[src/logic/be_pkg.sv]
package be_pkg;

   // Integer and float registers share one 5-bit address space
   localparam int reg_addr_width_c = 5;

   // Widest supported pc; modules work on the low vaddr_width_p bits
   localparam int vaddr_width_max_c = 32;

   // Operation class of a decoded instruction
   typedef enum logic [2:0]
   {
      e_op_int      = 3'd0,
      e_op_mul      = 3'd1,
      e_op_load_int = 3'd2,
      e_op_load_fp  = 3'd3,
      e_op_store    = 3'd4,
      e_op_fp       = 3'd5,
      e_op_fence    = 3'd6,
      e_op_csr      = 3'd7   // serializing
   } be_op_e;

   // Issue-stage view of one instruction
   typedef struct packed
   {
      logic                         v;
      logic [vaddr_width_max_c-1:0] pc;
      logic [reg_addr_width_c-1:0]  rs1_addr;
      logic [reg_addr_width_c-1:0]  rs2_addr;
      logic                         irs1_v;
      logic                         irs2_v;
      logic                         frs1_v;
      logic                         frs2_v;
      logic                         mem_v;
      logic                         fence_v;
      logic [reg_addr_width_c-1:0]  rd_addr;
      be_op_e                       op;
   } be_isd_status_s;

   // Dependency entry carried by each pipe stage
   typedef struct packed
   {
      logic                         v;
      logic [reg_addr_width_c-1:0]  rd_addr;
      logic                         mul_iwb_v;
      logic                         mem_iwb_v;
      logic                         mem_fwb_v;
      logic                         fp_fwb_v;
      logic                         mem_v;
      logic                         serial_v;
      logic [vaddr_width_max_c-1:0] pc;
   } be_dep_status_s;

   // Entry 0 is ex1, then ex2, iwb and fwb
   typedef struct packed
   {
      be_dep_status_s [3:0]         dep_status;
      logic                         ex1_v;
      logic [vaddr_width_max_c-1:0] ex1_pc;
      logic                         mem3_miss_v;
   } be_calc_status_s;

   typedef enum logic [4:0]
   {
      e_csr_ctrl         = 5'h00,
      e_csr_stall_data   = 5'h04,
      e_csr_stall_struct = 5'h08,
      e_csr_poison       = 5'h0C,
      e_csr_roll         = 5'h10
   } be_csr_addr_e;

endpackage

[src/logic/be_issue_reg.sv]
module be_issue_reg
   import be_pkg::*;
(
   input  logic           clk_i,
   input  logic           arst_n_i,

   // Decoded instruction from the front end
   input  be_isd_status_s isd_i,
   input  logic           issue_v_i,
   output logic           issue_ready_o,

   // Leave conditions from the detector
   input  logic           dispatch_i,
   input  logic           poison_i,

   output be_isd_status_s isd_o
);

   logic           v_q;
   logic           load;
   logic           leave;
   be_isd_status_s isd_q;

   // The entry frees up in the same cycle it dispatches or is squashed
   assign leave         = dispatch_i | poison_i;
   assign issue_ready_o = ~v_q | leave;
   assign load          = issue_v_i & issue_ready_o;

   always_ff @(posedge clk_i or negedge arst_n_i)
   begin
      if (!arst_n_i)
      begin
         v_q <= 1'b0;
      end
      else if (load)
      begin
         v_q <= 1'b1;
      end
      else if (leave)
      begin
         v_q <= 1'b0;
      end
   end

   always_ff @(posedge clk_i)
   begin
      if (load)
      begin
         isd_q <= isd_i;
      end
   end

   always_comb
   begin
      isd_o   = isd_q;
      isd_o.v = v_q;
   end

endmodule

[src/logic/be_detector.sv]
module be_detector
   import be_pkg::*;
#(
   parameter int vaddr_width_p = 32
)
(
   input  be_isd_status_s           isd_status_i,
   input  be_calc_status_s          calc_status_i,
   input  logic [vaddr_width_p-1:0] expected_npc_i,
   input  logic                     mmu_ready_i,
   input  logic                     credits_full_i,
   input  logic                     credits_empty_i,
   input  logic                     flush_i,

   output logic                     dispatch_v_o,
   output logic                     roll_o,
   output logic                     poison_isd_o,
   output logic                     poison_ex1_o,
   output logic                     poison_ex2_o,

   // Stall class of a held issue entry, for the event counters
   output logic                     stall_data_o,
   output logic                     stall_struct_o
);

   be_dep_status_s [3:0] dep;
   logic [2:0]           rs1_match;
   logic [2:0]           rs2_match;
   logic [2:0]           int_busy;
   logic [2:0]           fp_busy;
   logic [2:0]           irs_haz;
   logic [2:0]           frs_haz;
   logic                 data_haz;
   logic                 fence_haz;
   logic                 serial_haz;
   logic                 struct_haz;
   logic                 mem_in_pipe;
   logic                 mispredict;

   assign dep = calc_status_i.dep_status;

   always_comb
   begin
      // Results in ex1 that are not yet available for forwarding
      int_busy[0] = dep[0].mul_iwb_v | dep[0].mem_iwb_v;
      fp_busy[0]  = dep[0].mem_fwb_v | dep[0].fp_fwb_v;

      // In ex2 the multiplier has finished
      int_busy[1] = dep[1].mem_iwb_v;
      fp_busy[1]  = dep[1].mem_fwb_v | dep[1].fp_fwb_v;

      // Integer results in iwb are forwarded, only fp is still pending
      int_busy[2] = 1'b0;
      fp_busy[2]  = dep[2].fp_fwb_v;

      // fwb results are always forwarded, so only ex1 to iwb are checked
      for (int i = 0; i < 3; i++)
      begin
         rs1_match[i] = (isd_status_i.rs1_addr != '0)
                        & (isd_status_i.rs1_addr == dep[i].rd_addr);
         rs2_match[i] = (isd_status_i.rs2_addr != '0)
                        & (isd_status_i.rs2_addr == dep[i].rd_addr);

         irs_haz[i] = int_busy[i] & ((isd_status_i.irs1_v & rs1_match[i])
                                     | (isd_status_i.irs2_v & rs2_match[i]));
         frs_haz[i] = fp_busy[i] & ((isd_status_i.frs1_v & rs1_match[i])
                                    | (isd_status_i.frs2_v & rs2_match[i]));
      end
   end

   assign data_haz = (|irs_haz) | (|frs_haz);

   // Fence waits for all memory traffic to drain
   assign mem_in_pipe = dep[0].mem_v | dep[1].mem_v | dep[2].mem_v;
   assign fence_haz   = (isd_status_i.fence_v & (~credits_empty_i | mem_in_pipe))
                        | (isd_status_i.mem_v & credits_full_i);

   assign serial_haz = dep[0].serial_v | dep[1].serial_v | dep[2].serial_v | dep[3].serial_v;
   assign struct_haz = ~mmu_ready_i | fence_haz | serial_haz;

   assign mispredict = calc_status_i.ex1_v
                       & (calc_status_i.ex1_pc[vaddr_width_p-1:0] != expected_npc_i);

   assign dispatch_v_o = ~(data_haz | struct_haz);
   assign roll_o       = calc_status_i.mem3_miss_v;

   assign poison_isd_o = mispredict | flush_i | calc_status_i.mem3_miss_v;
   assign poison_ex1_o = mispredict | flush_i | calc_status_i.mem3_miss_v;
   // A mispredict is found in ex1, so ex2 is older and stays
   assign poison_ex2_o = flush_i | calc_status_i.mem3_miss_v;

   // A squashed entry is not counted as stalled
   assign stall_data_o   = isd_status_i.v & ~poison_isd_o & data_haz;
   assign stall_struct_o = isd_status_i.v & ~poison_isd_o & struct_haz;

endmodule

[src/logic/be_dep_pipe.sv]
module be_dep_pipe
   import be_pkg::*;
#(
   parameter int vaddr_width_p = 32
)
(
   input  logic                     clk_i,
   input  logic                     arst_n_i,

   input  be_isd_status_s           isd_i,
   input  logic                     dispatch_i,
   input  logic                     poison_ex1_i,
   input  logic                     poison_ex2_i,
   input  logic                     mem_miss_i,

   output be_calc_status_s          calc_status_o,
   output logic                     retire_v_o,
   output logic [vaddr_width_p-1:0] retire_pc_o,
   output logic [vaddr_width_p-1:0] roll_pc_o
);

   be_dep_status_s       dep_new;
   be_dep_status_s [3:0] dep_q;
   logic                 mem3_miss_v;

   // Dependency entry of the instruction being dispatched
   always_comb
   begin
      dep_new         = '0;
      dep_new.v       = 1'b1;
      dep_new.rd_addr = isd_i.rd_addr;
      dep_new.pc      = isd_i.pc;
      case (isd_i.op)
         e_op_mul:      dep_new.mul_iwb_v = 1'b1;
         e_op_load_int:
         begin
            dep_new.mem_iwb_v = 1'b1;
            dep_new.mem_v     = 1'b1;
         end
         e_op_load_fp:
         begin
            dep_new.mem_fwb_v = 1'b1;
            dep_new.mem_v     = 1'b1;
         end
         e_op_store:    dep_new.mem_v     = 1'b1;
         e_op_fp:       dep_new.fp_fwb_v  = 1'b1;
         e_op_csr:      dep_new.serial_v  = 1'b1;
         // Simple integer ops and fences create no pending result
         default:       ;
      endcase
   end

   always_ff @(posedge clk_i or negedge arst_n_i)
   begin
      if (!arst_n_i)
      begin
         dep_q <= '0;
      end
      else
      begin
         dep_q[0] <= dispatch_i ? dep_new : '0;
         dep_q[1] <= poison_ex1_i ? '0 : dep_q[0];
         dep_q[2] <= poison_ex2_i ? '0 : dep_q[1];
         dep_q[3] <= dep_q[2];
      end
   end

   // Miss is reported while the memory op sits in fwb
   assign mem3_miss_v = dep_q[3].v & dep_q[3].mem_v & mem_miss_i;

   always_comb
   begin
      calc_status_o.dep_status  = dep_q;
      calc_status_o.ex1_v       = dep_q[0].v;
      calc_status_o.ex1_pc      = dep_q[0].pc;
      calc_status_o.mem3_miss_v = mem3_miss_v;
   end

   assign retire_v_o  = dep_q[3].v & ~mem3_miss_v;
   assign retire_pc_o = dep_q[3].pc[vaddr_width_p-1:0];
   assign roll_pc_o   = dep_q[3].pc[vaddr_width_p-1:0];

endmodule

[src/logic/be_mem_credits.sv]
module be_mem_credits
#(
   parameter int credits_max_p = 4
)
(
   input  logic clk_i,
   input  logic arst_n_i,
   input  logic take_i,
   input  logic return_i,
   output logic full_o,
   output logic empty_o
);

   localparam int count_width_lp = $clog2(credits_max_p + 1);

   logic [count_width_lp-1:0] count_q;

   // Take and return in the same cycle cancel out
   always_ff @(posedge clk_i or negedge arst_n_i)
   begin
      if (!arst_n_i)
      begin
         count_q <= '0;
      end
      else if (take_i & ~return_i & ~full_o)
      begin
         count_q <= count_q + 1'b1;
      end
      else if (return_i & ~take_i & ~empty_o)
      begin
         count_q <= count_q - 1'b1;
      end
   end

   assign full_o  = (count_q == count_width_lp'(credits_max_p));
   assign empty_o = (count_q == '0);

endmodule

[src/logic/be_chk_csr.sv]
module be_chk_csr
   import be_pkg::*;
(
   input  logic                              clk_i,
   input  logic                              arst_n_i,

   // APB slave
   input  logic [$bits(be_csr_addr_e)-1:0]   paddr_i,
   input  logic                              psel_i,
   input  logic                              penable_i,
   input  logic                              pwrite_i,
   input  logic [31:0]                       pwdata_i,
   output logic [31:0]                       prdata_o,
   output logic                              pready_o,

   // Events from the detector
   input  logic                              stall_data_i,
   input  logic                              stall_struct_i,
   input  logic                              poison_i,
   input  logic                              roll_i,

   output logic                              flush_o,
   output logic                              dispatch_en_o
);

   logic             wr_en;
   logic             ctrl_wr;
   logic             flush_q;
   logic             dispatch_en_q;
   logic [3:0][31:0] cnt_q;
   logic [3:0]       cnt_inc;
   logic [3:0]       cnt_clr;

   // No wait states
   assign pready_o = 1'b1;
   assign wr_en    = psel_i & penable_i & pwrite_i;

   // Counter order: data stall, structural stall, poison, roll
   assign cnt_inc = {roll_i, poison_i, stall_struct_i, stall_data_i};

   always_comb
   begin
      prdata_o = '0;
      ctrl_wr  = 1'b0;
      cnt_clr  = '0;
      case (paddr_i)
         e_csr_ctrl:
         begin
            prdata_o = {30'b0, dispatch_en_q, 1'b0};
            ctrl_wr  = wr_en;
         end
         e_csr_stall_data:
         begin
            prdata_o   = cnt_q[0];
            cnt_clr[0] = wr_en;
         end
         e_csr_stall_struct:
         begin
            prdata_o   = cnt_q[1];
            cnt_clr[1] = wr_en;
         end
         e_csr_poison:
         begin
            prdata_o   = cnt_q[2];
            cnt_clr[2] = wr_en;
         end
         e_csr_roll:
         begin
            prdata_o   = cnt_q[3];
            cnt_clr[3] = wr_en;
         end
         default: ;
      endcase
   end

   always_ff @(posedge clk_i or negedge arst_n_i)
   begin
      if (!arst_n_i)
      begin
         flush_q       <= 1'b0;
         dispatch_en_q <= 1'b1;
         cnt_q         <= '0;
      end
      else
      begin
         // Flush bit reads back as zero and lasts a single cycle
         flush_q <= ctrl_wr & pwdata_i[0];
         if (ctrl_wr)
         begin
            dispatch_en_q <= pwdata_i[1];
         end
         for (int i = 0; i < 4; i++)
         begin
            if (cnt_clr[i])
            begin
               cnt_q[i] <= '0;
            end
            else if (cnt_inc[i])
            begin
               cnt_q[i] <= cnt_q[i] + 32'd1;
            end
         end
      end
   end

   assign flush_o       = flush_q;
   assign dispatch_en_o = dispatch_en_q;

endmodule

[src/logic/be_checker_top.sv]
module be_checker_top
   import be_pkg::*;
#(
   parameter int vaddr_width_p = 32,
   parameter int credits_max_p = 4
)
(
   input  logic                            clk_i,
   input  logic                            arst_n_i,

   // Front-end issue
   input  be_isd_status_s                  isd_i,
   input  logic                            issue_v_i,
   output logic                            issue_ready_o,

   input  logic [vaddr_width_p-1:0]        expected_npc_i,
   input  logic                            mmu_ready_i,
   input  logic                            mem_return_i,
   input  logic                            mem_miss_i,

   // APB
   input  logic [$bits(be_csr_addr_e)-1:0] paddr_i,
   input  logic                            psel_i,
   input  logic                            penable_i,
   input  logic                            pwrite_i,
   input  logic [31:0]                     pwdata_i,
   output logic [31:0]                     prdata_o,
   output logic                            pready_o,

   output logic                            dispatch_o,
   output logic                            retire_v_o,
   output logic [vaddr_width_p-1:0]        retire_pc_o,
   output logic                            roll_o,
   output logic [vaddr_width_p-1:0]        roll_pc_o
);

   be_isd_status_s  isd_status;
   be_calc_status_s calc_status;
   logic            dispatch_v;
   logic            dispatch;
   logic            poison_isd;
   logic            poison_ex1;
   logic            poison_ex2;
   logic            stall_data;
   logic            stall_struct;
   logic            credits_full;
   logic            credits_empty;
   logic            flush;
   logic            dispatch_en;
   logic            mmu_ready_gated;

   // Disabled dispatch looks like MMU back-pressure to the detector
   assign mmu_ready_gated = mmu_ready_i & dispatch_en;
   assign dispatch        = isd_status.v & dispatch_v & ~poison_isd;
   assign dispatch_o      = dispatch;

   be_issue_reg u_issue_reg (
      .clk_i         (clk_i),
      .arst_n_i      (arst_n_i),
      .isd_i         (isd_i),
      .issue_v_i     (issue_v_i),
      .issue_ready_o (issue_ready_o),
      .dispatch_i    (dispatch),
      .poison_i      (poison_isd),
      .isd_o         (isd_status)
   );

   be_detector #(
      .vaddr_width_p (vaddr_width_p)
   ) u_detector (
      .isd_status_i    (isd_status),
      .calc_status_i   (calc_status),
      .expected_npc_i  (expected_npc_i),
      .mmu_ready_i     (mmu_ready_gated),
      .credits_full_i  (credits_full),
      .credits_empty_i (credits_empty),
      .flush_i         (flush),
      .dispatch_v_o    (dispatch_v),
      .roll_o          (roll_o),
      .poison_isd_o    (poison_isd),
      .poison_ex1_o    (poison_ex1),
      .poison_ex2_o    (poison_ex2),
      .stall_data_o    (stall_data),
      .stall_struct_o  (stall_struct)
   );

   be_dep_pipe #(
      .vaddr_width_p (vaddr_width_p)
   ) u_dep_pipe (
      .clk_i         (clk_i),
      .arst_n_i      (arst_n_i),
      .isd_i         (isd_status),
      .dispatch_i    (dispatch),
      .poison_ex1_i  (poison_ex1),
      .poison_ex2_i  (poison_ex2),
      .mem_miss_i    (mem_miss_i),
      .calc_status_o (calc_status),
      .retire_v_o    (retire_v_o),
      .retire_pc_o   (retire_pc_o),
      .roll_pc_o     (roll_pc_o)
   );

   be_mem_credits #(
      .credits_max_p (credits_max_p)
   ) u_credits (
      .clk_i    (clk_i),
      .arst_n_i (arst_n_i),
      .take_i   (dispatch & isd_status.mem_v),
      .return_i (mem_return_i),
      .full_o   (credits_full),
      .empty_o  (credits_empty)
   );

   be_chk_csr u_csr (
      .clk_i          (clk_i),
      .arst_n_i       (arst_n_i),
      .paddr_i        (paddr_i),
      .psel_i         (psel_i),
      .penable_i      (penable_i),
      .pwrite_i       (pwrite_i),
      .pwdata_i       (pwdata_i),
      .prdata_o       (prdata_o),
      .pready_o       (pready_o),
      .stall_data_i   (stall_data),
      .stall_struct_i (stall_struct),
      .poison_i       (poison_isd),
      .roll_i         (roll_o),
      .flush_o        (flush),
      .dispatch_en_o  (dispatch_en)
   );

endmodule

[config.mk]
export PLATFORM = sky130hd
export DESIGN_NAME = be_checker_top
export DESIGN_NICKNAME = d
export VERILOG_FILES = /design/src/logic/be_pkg.sv /design/src/logic/be_issue_reg.sv /design/src/logic/be_detector.sv /design/src/logic/be_dep_pipe.sv /design/src/logic/be_mem_credits.sv /design/src/logic/be_chk_csr.sv /design/src/logic/be_checker_top.sv
export SDC_FILE = /design/constraint.sdc
export NUM_CORES = 1
export LEC_CHECK = 0
export ABC_AREA = 1
export BUFFER_PORTS_ARGS = -buffer_cell sky130_fd_sc_hd__buf_2
export CAP_MARGIN = 20
export CORE_ASPECT_RATIO = 1.5
export CORE_MARGIN = 5
export CORE_UTILIZATION = 35
export DETAILED_ROUTE_END_ITERATION = 7
export SYNTH_ARGS = -nofsm -noshare
export SYNTH_HDL_FRONTEND = slang
export SYNTH_SLANG_ARGS = --single-unit
[constraint.sdc]
create_clock -name clk_i -period 4.3 [get_ports clk_i]
set_input_delay 0.86 -clock clk_i [delete_from_list [all_inputs] [get_ports clk_i]]
set_output_delay 0.86 -clock clk_i [all_outputs]
set_load 0.05 [all_outputs]
==> results of run 1 <==
## sequential cells by signal, summed over array words and instances, names as in the netlist
signal,cells
u_csr.cnt_q,128
u_issue_reg.v_q,1
u_issue_reg.isd_o,56
u_credits.count_q,3
u_csr.flush_o,1
u_dep_pipe.calc_status_o,131
u_dep_pipe.retire_pc_o,32
u_csr.dispatch_en_o,1
## cell type report
type | instances | area [sq um]
Fill cell | 4938 | 28900
Sequential cell | 353 | 9110
Multi-Input combinational cell | 1200 | 6090
Timing Repair Buffer | 224 | 1220
Inverter | 318 | 1190
Clock buffer | 52 | 1040
Tap cell | 656 | 821
Clock inverter | 17 | 206
## kinds of logic (layout without fill, tap and decap cells)
logic type / Yosys count / count (layout) / share of synthesized area, %
and+or+nand+nor: 866 / 866 / 22.7
buffers and inverters: 428 / 611 / 11.1
DFF: 353 / 353 / 53.3
AOI/OAI and AO/OA: 241 / 241 / 7.99
xor gates and xnor gates: 87 / 87 / 4.46
adders and majority gates: 5 / 5 / 0.410
other: 1 / 1 / 0.0219
## cell usage after synthesis, types with 8 or more instances
| cell | n |
|---|---|
| nand2_1 | 303 |
| dfrtp_1 | 296 |
| xnor2_1 | 31 |
| buf_2 | 11 |
| o22ai_1 | 29 |
| o21ai_0 | 80 |
| nor4_1 | 27 |
| xor2_1 | 56 |
| a21oi_1 | 66 |
| nor2_2 | 8 |
| nand4_1 | 52 |
| clkbuf_1 | 26 |
| inv_2 | 17 |
| nor2_1 | 288 |
| o21ai_1 | 28 |
| buf_4 | 65 |
| a221oi_1 | 8 |
| nor3_1 | 72 |
| nand3_1 | 80 |
| o31ai_1 | 13 |
| inv_1 | 299 |
| edfxtp_1 | 56 |
## per-layer routing
metal / vias up / part of all wire, % / global-route usage [%]
met5: - / 0 / 0
met4: 0 / 7.0 / 10.9
met3: 146 / 5.4 / 2.79
met2: 510 / 51 / 32.4
met1: 6611 / 37 / 20.4
li1: 6633 / - / -
## power by group through the flow
stage | Combinational (uW) | Clock, uW | Sequential [uW]
floorplan | 2220 | 0 | 4470
global placement | 2800 | 0 | 4630
detailed placement | 2850 | 0 | 4650
CTS | 2860 | 3440 | 4590
global route | 3150 | 3570 | 4670
finish | 2850 | 3330 | 4600
## worst min path at each step
stage | to
floorplan | u_dep_pipe.calc_status_o[209]
global placement | u_dep_pipe.retire_pc_o[27]
detailed placement | u_dep_pipe.retire_pc_o[8]
CTS | u_dep_pipe.retire_pc_o[15]
global route | u_dep_pipe.retire_pc_o[15]
finish | u_dep_pipe.retire_pc_o[30]
## stage by stage
step / utilization [%] / hold WS (ns) / power [uW]
2_1_floorplan: - / 0.331 / 6680
3_5_place_dp: 38.0 / 0.335 / 7500
5_1_grt: 40.6 / 0.347 / 11400
4_1_cts: 40.6 / 0.337 / 10900
6_report: 40.6 / 0.340 / 10800
3_3_place_gp: 38.0 / 0.334 / 7430
==> results.sh, run 1 <==
export IMPL_grt_max_degree=102
export IMPL_start_kind="input port"
export IMPL_slew_headroom_pct=43.1
export IMPL_ys_flop_type="dfrtp_1"
export IMPL_p_int_uw=6790
export IMPL_clock_power_share_pct=30.9
export IMPL_clock_sinks=353
export IMPL_ctsLongestPathBuffers=3
export IMPL_drc_errors=0
export IMPL_yosysSeqAreaShare_pct=53.3
export IMPL_grt_overflow=0
export IMPL_hp_start="u_dep_pipe.calc_status_o[152]"
export IMPL_setup_viol=0
export IMPL_dp_slack_ns=0.568
export IMPL_combPwrFrac_pct=26.5
export IMPL_cts_hold_buf=0
export IMPL_r2r_cells=15
export IMPL_grt_first_pass_wirelength_um=76500
export IMPL_coreArea_sq_um=48600
export IMPL_die_w_um=190
export IMPL_rows=99
export IMPL_antenna_left=0
export IMPL_skew_ns=0.0301
export IMPL_grt_pass1_vias=14000
export IMPL_drv_slew=0
export IMPL_avgViaCountPerCell=4.93
export IMPL_postSynthAreaPerCell_sq_um=8.63
export IMPL_crit_cells=14
export IMPL_reg2reg_slack_ns=1.60
export IMPL_cts_resized=0
export IMPL_final_nets=2275
export IMPL_globalplace_congestion=1.01
export IMPL_antenna_found_initial=0
export IMPL_dieArea_sq_um=53400
export IMPL_worst_skew_pair_late_latency_ns=0.54
export IMPL_r2r_end="u_credits.count_q[2]"
export IMPL_instances_no_fill=2820
export IMPL_place_area_sq_um=18400
export IMPL_drt_iter0_markers=957
export IMPL_synth_yosys_warnings=0
export IMPL_worstSetupPathType="in2out"
export IMPL_netlist_area_sq_um=17100
export IMPL_max_stage_delay_ns=0.22
export IMPL_synthesis_instances=1981
export IMPL_start_util_pct=35.2
export IMPL_place_hpwl_um=37200
export IMPL_die_h_um=281
export IMPL_wl_per_cell_um=17.4
export IMPL_synthArstFlopShare_pct=84.1
export IMPL_area_growth_pct=15.2
export IMPL_outcome="completed"
export IMPL_switching_share_pct=37.0
export IMPL_totalWireLength_um=49100
export IMPL_first_pass_iters=7
export IMPL_path_buf_inv=4
export IMPL_dpl_cell_count=2751
export IMPL_rr_startpoint="u_dep_pipe.calc_status_o[17]"
export IMPL_num_io_pins=236
export IMPL_num_vias=13900
export IMPL_h_tree_depth=2
export IMPL_grtUsageTotal_pct=18.2
export IMPL_crit_arrival_ns=2.82
export IMPL_layout_common_cells="301 x nand2_1, 299 x inv_1, 296 x dfrtp_1"
export IMPL_power_density_nw_per_um2=547
export IMPL_synth_area_leaders="dfrtp_1 43%, edfxtp_1 9.8%, nand2_1 6.7%, inv_1 6.6%, nor2_1 6.3%"
export IMPL_holdPathStages=0
export IMPL_cp_top_family="simple AND/OR/NAND/NOR gates"
export IMPL_cp_cell_sequence="buf_2 -> xnor2_1 -> nand2_1 -> nor2_1 -> nand2_1 -> nor2_1 -> nand2_1 -> nand2_1 -> nand3_1 -> clkinv_2 -> nand2_4 -> nand2_1 -> inv_1 -> buf_2"
export IMPL_critPathSlowestCell="buf_2"
export IMPL_synth_edf_count=56
export IMPL_period_share_pct=85.7
export IMPL_root_buffer="clkbuf_16"
export IMPL_n_antenna_cell=0
export IMPL_worstPathRequired_ns=3.44
export IMPL_synth_top_cell_by_area="dfrtp_1"
export IMPL_drive_gt1_share_pct=15.7
export IMPL_io_buffers=203
export IMPL_tritoncts="done"
export IMPL_grt_setup_unrepaired="false"
export IMPL_end_kind="output pin"
export IMPL_p_leak_uw=0.00937
export IMPL_fin_ws_ns=0.616
export IMPL_cp_common_cell="nand2_1"
export IMPL_syn_nets=2121
export IMPL_ir_worst_vdd_mv=0.398
export IMPL_ys_ff_latch=353
export IMPL_switchingPower_uw=3990
export IMPL_fin_area_sq_um=19700
export IMPL_cap_violations=0
export IMPL_fmaxAchievable_ghz=0.271
export IMPL_clk_pin_slew_ns=0.07
export IMPL_endpoint="issue_ready_o"
export IMPL_hold_class="reg2reg"
export IMPL_cts_buffers=38
export IMPL_tns_ns=0
export IMPL_layout_commonest_cell="nand2_1"
export IMPL_period_needed_ns=3.68
export IMPL_post_cts_buffers=0
export IMPL_pwr_share_seq_pct=42.6
export IMPL_synth_top_area_share_pct=43.3
export IMPL_ys_types=54
export IMPL_crit_start="expected_npc_i[16]"
export IMPL_path_max_fanout=18
export IMPL_finalHoldViolCount=0
export IMPL_worst_pin_slew_ns=0.854
Power figures use the tool's default switching activity.
==> inputs of run 2 (changes only) <==
Settings changed: CORE_MARGIN 5 to default.
==> run 2 against run 1 <==
Compared with the run above: register-to-register slack barely moved; final cell count fell by 0.14%; sequential cell count did not move; final area fell by 0.18%; count of clock-buffer cells in the layout shrank 1; critical path type unchanged; critical endpoint unchanged; largest cell class unchanged.
==> results.sh, run 2 (synthesized netlist as in run 1, its figures left out) <==
export IMPL_fin_ws_ns=0.693
export IMPL_antenna_left=0
export IMPL_layout_commonest_cell="nand2_1"
export IMPL_coreArea_sq_um=47900
export IMPL_grt_overflow=0
export IMPL_path_max_fanout=18
export IMPL_cts_buffers=37
export IMPL_ir_worst_vdd_mv=0.412
export IMPL_final_nets=2276
export IMPL_globalplace_congestion=0.975
export IMPL_antenna_found_initial=2
export IMPL_dieArea_sq_um=49700
export IMPL_dr_wl_met3_um=2560
export IMPL_finalHoldViolCount=0
export IMPL_end_kind="output pin"
export IMPL_tritoncts="done"
export IMPL_root_buffer="clkbuf_16"
export IMPL_worst_pin_slew_ns=1.01
export IMPL_cts_hold_buf=0
export IMPL_place_area_sq_um=18400
export IMPL_m1WireLength_um=18200
export IMPL_outcome="completed"
export IMPL_p_leak_uw=0.00936
export IMPL_avgViaCountPerCell=4.92
export IMPL_h_tree_depth=2
export IMPL_clock_sinks=353
export IMPL_fmaxAchievable_ghz=0.277
export IMPL_area_growth_pct=15.0
export IMPL_start_kind="input port"
export IMPL_crit_arrival_ns=2.75
export IMPL_tns_ns=0
export IMPL_drc_errors=0
export IMPL_start_util_pct=35.6
export IMPL_drive_gt1_share_pct=15.9
export IMPL_skew_ns=0.0303
export IMPL_multi_input_area_sq_um=6090
export IMPL_top_layer_used="met5"
export IMPL_largest_register_ffs=131
export IMPL_io_buffers=203
export IMPL_grt_setup_unrepaired="false"
export IMPL_cap_violations=0
export IMPL_first_pass_iters=5
export IMPL_num_vias=13900
export IMPL_num_io_pins=236
export IMPL_dp_slack_ns=0.564
export IMPL_period_share_pct=83.9
export IMPL_grtUsageTotal_pct=19.8
export IMPL_wl_per_cell_um=17.3
export IMPL_setup_viol=0
export IMPL_drt_iter0_markers=958
export IMPL_die_h_um=273
export IMPL_worst_skew_pair_late_latency_ns=0.55
export IMPL_period_needed_ns=3.61
export IMPL_layout_common_cells="301 x nand2_1, 299 x inv_1, 296 x dfrtp_1"
export IMPL_totalWireLength_um=48800
export IMPL_ctsLongestPathBuffers=3
export IMPL_worstPathRequired_ns=3.44
export IMPL_power_density_nw_per_um2=542
export IMPL_post_cts_buffers=0
export IMPL_nFillCells=4809
export IMPL_grt_pass1_vias=13800
export IMPL_fin_area_sq_um=19700
export IMPL_hold_class="reg2reg"
export IMPL_drv_slew=0
export IMPL_die_w_um=182
export IMPL_grt_max_degree=124
export IMPL_slew_headroom_pct=32.4
export IMPL_grt_first_pass_wirelength_um=76400
export IMPL_ff_latch_area_sq_um=9110
export IMPL_clk_pin_slew_ns=0.06
export IMPL_cts_resized=0
export IMPL_place_hpwl_um=36400
export IMPL_rows=98
export IMPL_wl_met2_um=25500
export IMPL_worstSetupPathType="in2out"
run 2: per-stage QoR:
stage	utilization [%]	total power [uW]	hold WS (ns)	instances
2_1_floorplan	-	6680	0.331	1981
3_5_place_dp	38.5	7490	0.335	2747
3_3_place_gp	38.5	7440	0.333	2747
6_report	41.0	10700	0.336	2816
4_1_cts	41.0	10800	0.332	2815
5_1_grt	41.0	11300	0.341	2815
run 2: worst paths after layout:
check | end | from | cells past startpoint | slack, ns
setup / recovery | issue_ready_o | expected_npc_i[15] | 14 | 0.69
hold / removal | u_dep_pipe.retire_pc_o[0] | u_dep_pipe.calc_status_o[122] | 0 | 0.34
setup reg to reg | u_issue_reg.isd_o[41] | u_issue_reg.isd_o[22] | 13 | 1.61
hold reg to reg | u_dep_pipe.retire_pc_o[0] | u_dep_pipe.calc_status_o[122] | 0 | 0.34
max in group asynchronous | u_credits.count_q[0] | arst_n_i | 2 | 2.96
min in group asynchronous | u_dep_pipe.calc_status_o[131] | arst_n_i | 1 | 0.43
run 2: area by class of cell:
| type | count | share of cell area, % |
|---|---|---|
| repair buffers | 226 | 6.23 |
| inverters | 318 | 6.08 |
| clock inverters | 17 | 0.904 |
| flip-flops and latches | 353 | 46.4 |
| multi-input cells | 1200 | 31.0 |
| diodes | 1 | 0.0127 |
| well taps | 650 | 4.14 |
| clock buffers | 51 | 5.29 |
run 2: critical path: stages:
cell	delay, ns
buf_2	0.10
xnor2_1	0.17
nand2_1	0.09
nor2_1	0.18
nand2_1	0.11
nor2_1	0.09
nand2_1	0.09
nand2_1	0.10
nand3_1	0.11
clkinv_2	0.15
nand2_4	0.18
nand2_1	0.20
inv_1	0.08
buf_2	0.22
run 2: power breakdown:
| group | total, uW | switching (uW) | internal, uW |
|---|---|---|---|
| Sequential | 4590 | 502 | 4080 |
| Combinational | 2850 | 2100 | 753 |
| Clock | 3220 | 1390 | 1840 |
run 2: per-layer routing:
metal / vias up / GRT usage (%)
met5: - / 0
met4: 2 / 9.95
met3: 123 / 3.08
met2: 438 / 36.3
met1: 6674 / 22.2
li1: 6624 / -
==> inputs of run 3 (changes only) <==
Clock period 4.3 ns to 2.9 ns, I/O delays scaled along.
==> run 3 against run 2 <==
Compared with the run above: the flow now finishes with violations (hold timing, setup timing); combinational power increased by 57%; routed wire length rose by 1.1%; power is 55% higher; critical endpoint is now dispatch_o; global-route usage up 0.30 points; worst hold slack worse by 0.34 ns; critical path depth fell by 3; register-to-register slack got worse by 1.3 ns; via count increased by 1.3%; critical path type is now reg2out.
==> results.sh, run 3 (synthesized netlist as in run 1, its figures left out) <==
export IMPL_root_buffer="clkbuf_16"
export IMPL_fin_area_sq_um=20300
export IMPL_clock_power_share_pct=31.8
export IMPL_largest_register_ffs=131
export IMPL_outcome="finished with violations"
export IMPL_violations="hold timing, setup timing"
export IMPL_pwr_share_seq_pct=41.2
export IMPL_grt_setup_unrepaired="true"
export IMPL_n_antenna_cell=0
export IMPL_critPathSlowestCell="edfxtp_1"
export IMPL_grt_first_pass_wirelength_um=76700
export IMPL_start_kind="register"
export IMPL_drv_slew=0
export IMPL_worstPathRequired_ns=2.32
export IMPL_h_tree_depth=2
export IMPL_cts_buffers=39
export IMPL_p_int_uw=10500
export IMPL_setup_viol=2
export IMPL_crit_cells=11
export IMPL_ctsLongestPathBuffers=3
export IMPL_cp_top_family="simple AND/OR/NAND/NOR gates"
export IMPL_endpoint="dispatch_o"
export IMPL_r2r_cells=11
export IMPL_use_met1_pct=21.8
export IMPL_grt_pass1_vias=14200
export IMPL_antenna_left=0
export IMPL_first_pass_iters=6
export IMPL_area_growth_pct=18.8
export IMPL_grt_max_degree=85
export IMPL_num_io_pins=236
export IMPL_path_max_fanout=4
export IMPL_tns_ns=-0.0819
export IMPL_rr_startpoint="u_csr.cnt_q[33]"
export IMPL_drc_errors=0
export IMPL_power_density_nw_per_um2=815
export IMPL_path_buf_inv=2
export IMPL_whs_ns=-0.000829
export IMPL_clock_sinks=353
export IMPL_grtUsageMet2_pct=36.8
export IMPL_multi_input_area_sq_um=6190
export IMPL_period_needed_ns=2.94
export IMPL_antenna_found_initial=0
export IMPL_start_util_pct=35.6
export IMPL_reg2reg_slack_ns=0.35
export IMPL_place_area_sq_um=18700
export IMPL_num_vias=14000
export IMPL_cap_violations=0
export IMPL_switching_share_pct=36.8
export IMPL_crit_arrival_ns=2.36
export IMPL_switchingPower_uw=6090
export IMPL_layout_commonest_cell="inv_1"
export IMPL_period_share_pct=101
export IMPL_worst_pin_slew_ns=0.845
export IMPL_die_h_um=273
export IMPL_final_nets=2320
export IMPL_crit_start="u_issue_reg.isd_o[22]"
export IMPL_skew_ns=0.0185
export IMPL_worstSetupPathType="reg2out"
export IMPL_tritoncts="done"
export IMPL_totalWireLength_um=49300
export IMPL_ir_worst_vdd_mv=0.588
export IMPL_r2r_end="u_csr.cnt_q[48]"
export IMPL_avgViaCountPerCell=4.91
export IMPL_grtUsageTotal_pct=20.1
export IMPL_cp_cell_sequence="or2_1 -> nor2_4 -> nor2_1 -> nand3_1 -> nand2_1 -> nand2_2 -> nand3_2 -> nor2_4 -> nand2_2 -> inv_1 -> buf_6"
export IMPL_slew_headroom_pct=43.7
export IMPL_layout_common_cells="297 x inv_1, 296 x dfrtp_1, 295 x nand2_1"
export IMPL_finalHoldViolCount=1
export IMPL_wl_per_cell_um=17.3
export IMPL_die_w_um=182
export IMPL_fmaxAchievable_ghz=0.340
export IMPL_coreArea_sq_um=47900
export IMPL_place_hpwl_um=37300
export IMPL_met3_usage_pct=3.34
export IMPL_nFillCells=4719
export IMPL_fin_ws_ns=-0.0418
export IMPL_hold_class="in2async"
export IMPL_drive_gt1_share_pct=18.5
export IMPL_rows=98
export IMPL_clk_pin_slew_ns=0.06
export IMPL_dieArea_sq_um=49700
export IMPL_grt_overflow=0
export IMPL_end_kind="output pin"
export IMPL_max_stage_delay_ns=0.45
export IMPL_combPwrFrac_pct=27.0
export IMPL_ff_latch_area_sq_um=9110
export IMPL_grt_busiest_layer="met2"
export IMPL_worst_skew_pair_late_latency_ns=0.57
export IMPL_p_leak_uw=0.00969
export IMPL_drt_iter0_markers=736
export IMPL_globalplace_congestion=0.981
export IMPL_io_buffers=203
run 3: changes by cell type in the layout (fill, tap and decap cells not counted), moves of 4 or more:
cell / delta
nand2_1: -6
nand2_2: +5
nor2_4: +4
buf_4: +43
buf_2: -11
buf_12: +4
bufinv_16: +4
nor2_1: -5
run 3: worst min path at each step:
stage,start,end,slack [ns],cells after the start
2_1_floorplan,arst_n_i,u_credits.count_q[0],0.28,0
3_3_place_gp,u_dep_pipe.calc_status_o[153],u_dep_pipe.retire_pc_o[31],0.33,0
3_5_place_dp,u_dep_pipe.calc_status_o[136],u_dep_pipe.retire_pc_o[14],0.34,0
4_1_cts,arst_n_i,u_dep_pipe.calc_status_o[141],0.07,1
5_1_grt,arst_n_i,u_dep_pipe.retire_pc_o[16],0.05,1
6_report,arst_n_i,u_dep_pipe.calc_status_o[133],-0.0008,1
run 3: through the flow:
stage	power, uW	util (%)	setup WS, ns	hold WS (ns)	std cells
floorplan	9910	-	0.0481	0.284	1981
global placement	11100	39.0	-0.0208	0.333	2774
detailed placement	11200	39.0	-0.0115	0.336	2774
CTS	16700	42.2	-0.0786	0.0654	2855
global route	17400	42.3	-0.183	0.0489	2860
finish	16600	42.3	-0.0418	-0.000829	2860
run 3: layout make-up:
cell class,instances,area share (%)
tap,650,4.01
sequential,353,44.9
clock buffer,49,5.14
timing repair buffer,268,8.04
inverter,318,5.92
clock inverter,22,1.53
multi-input combinational,1200,30.5
run 3: what timing repair did:
action,CTS,global route
pin swaps,13,1
resized for setup,27,24
buffers inserted,10,5
setup endpoints to repair,3,11
hold buffers,0,0
gates cloned,0,0
hold endpoints to repair,0,0
run 3: per-layer routing:
metal  share of wire [%]  vias up
met5                   0        -
met4                 6.0        0
li1                    -     6718
met1                  37     6698
met3                 5.1      138
met2                  52      484
run 3: power by group through the flow:
stage	Sequential [uW]	Clock, uW	Combinational, uW
final	6820	5260	4470
after global placement	6870	0	4270
after detailed placement	6900	0	4320
after CTS	6810	5400	4450
after global routing	6930	5590	4930
after floorplan	6620	0	3290
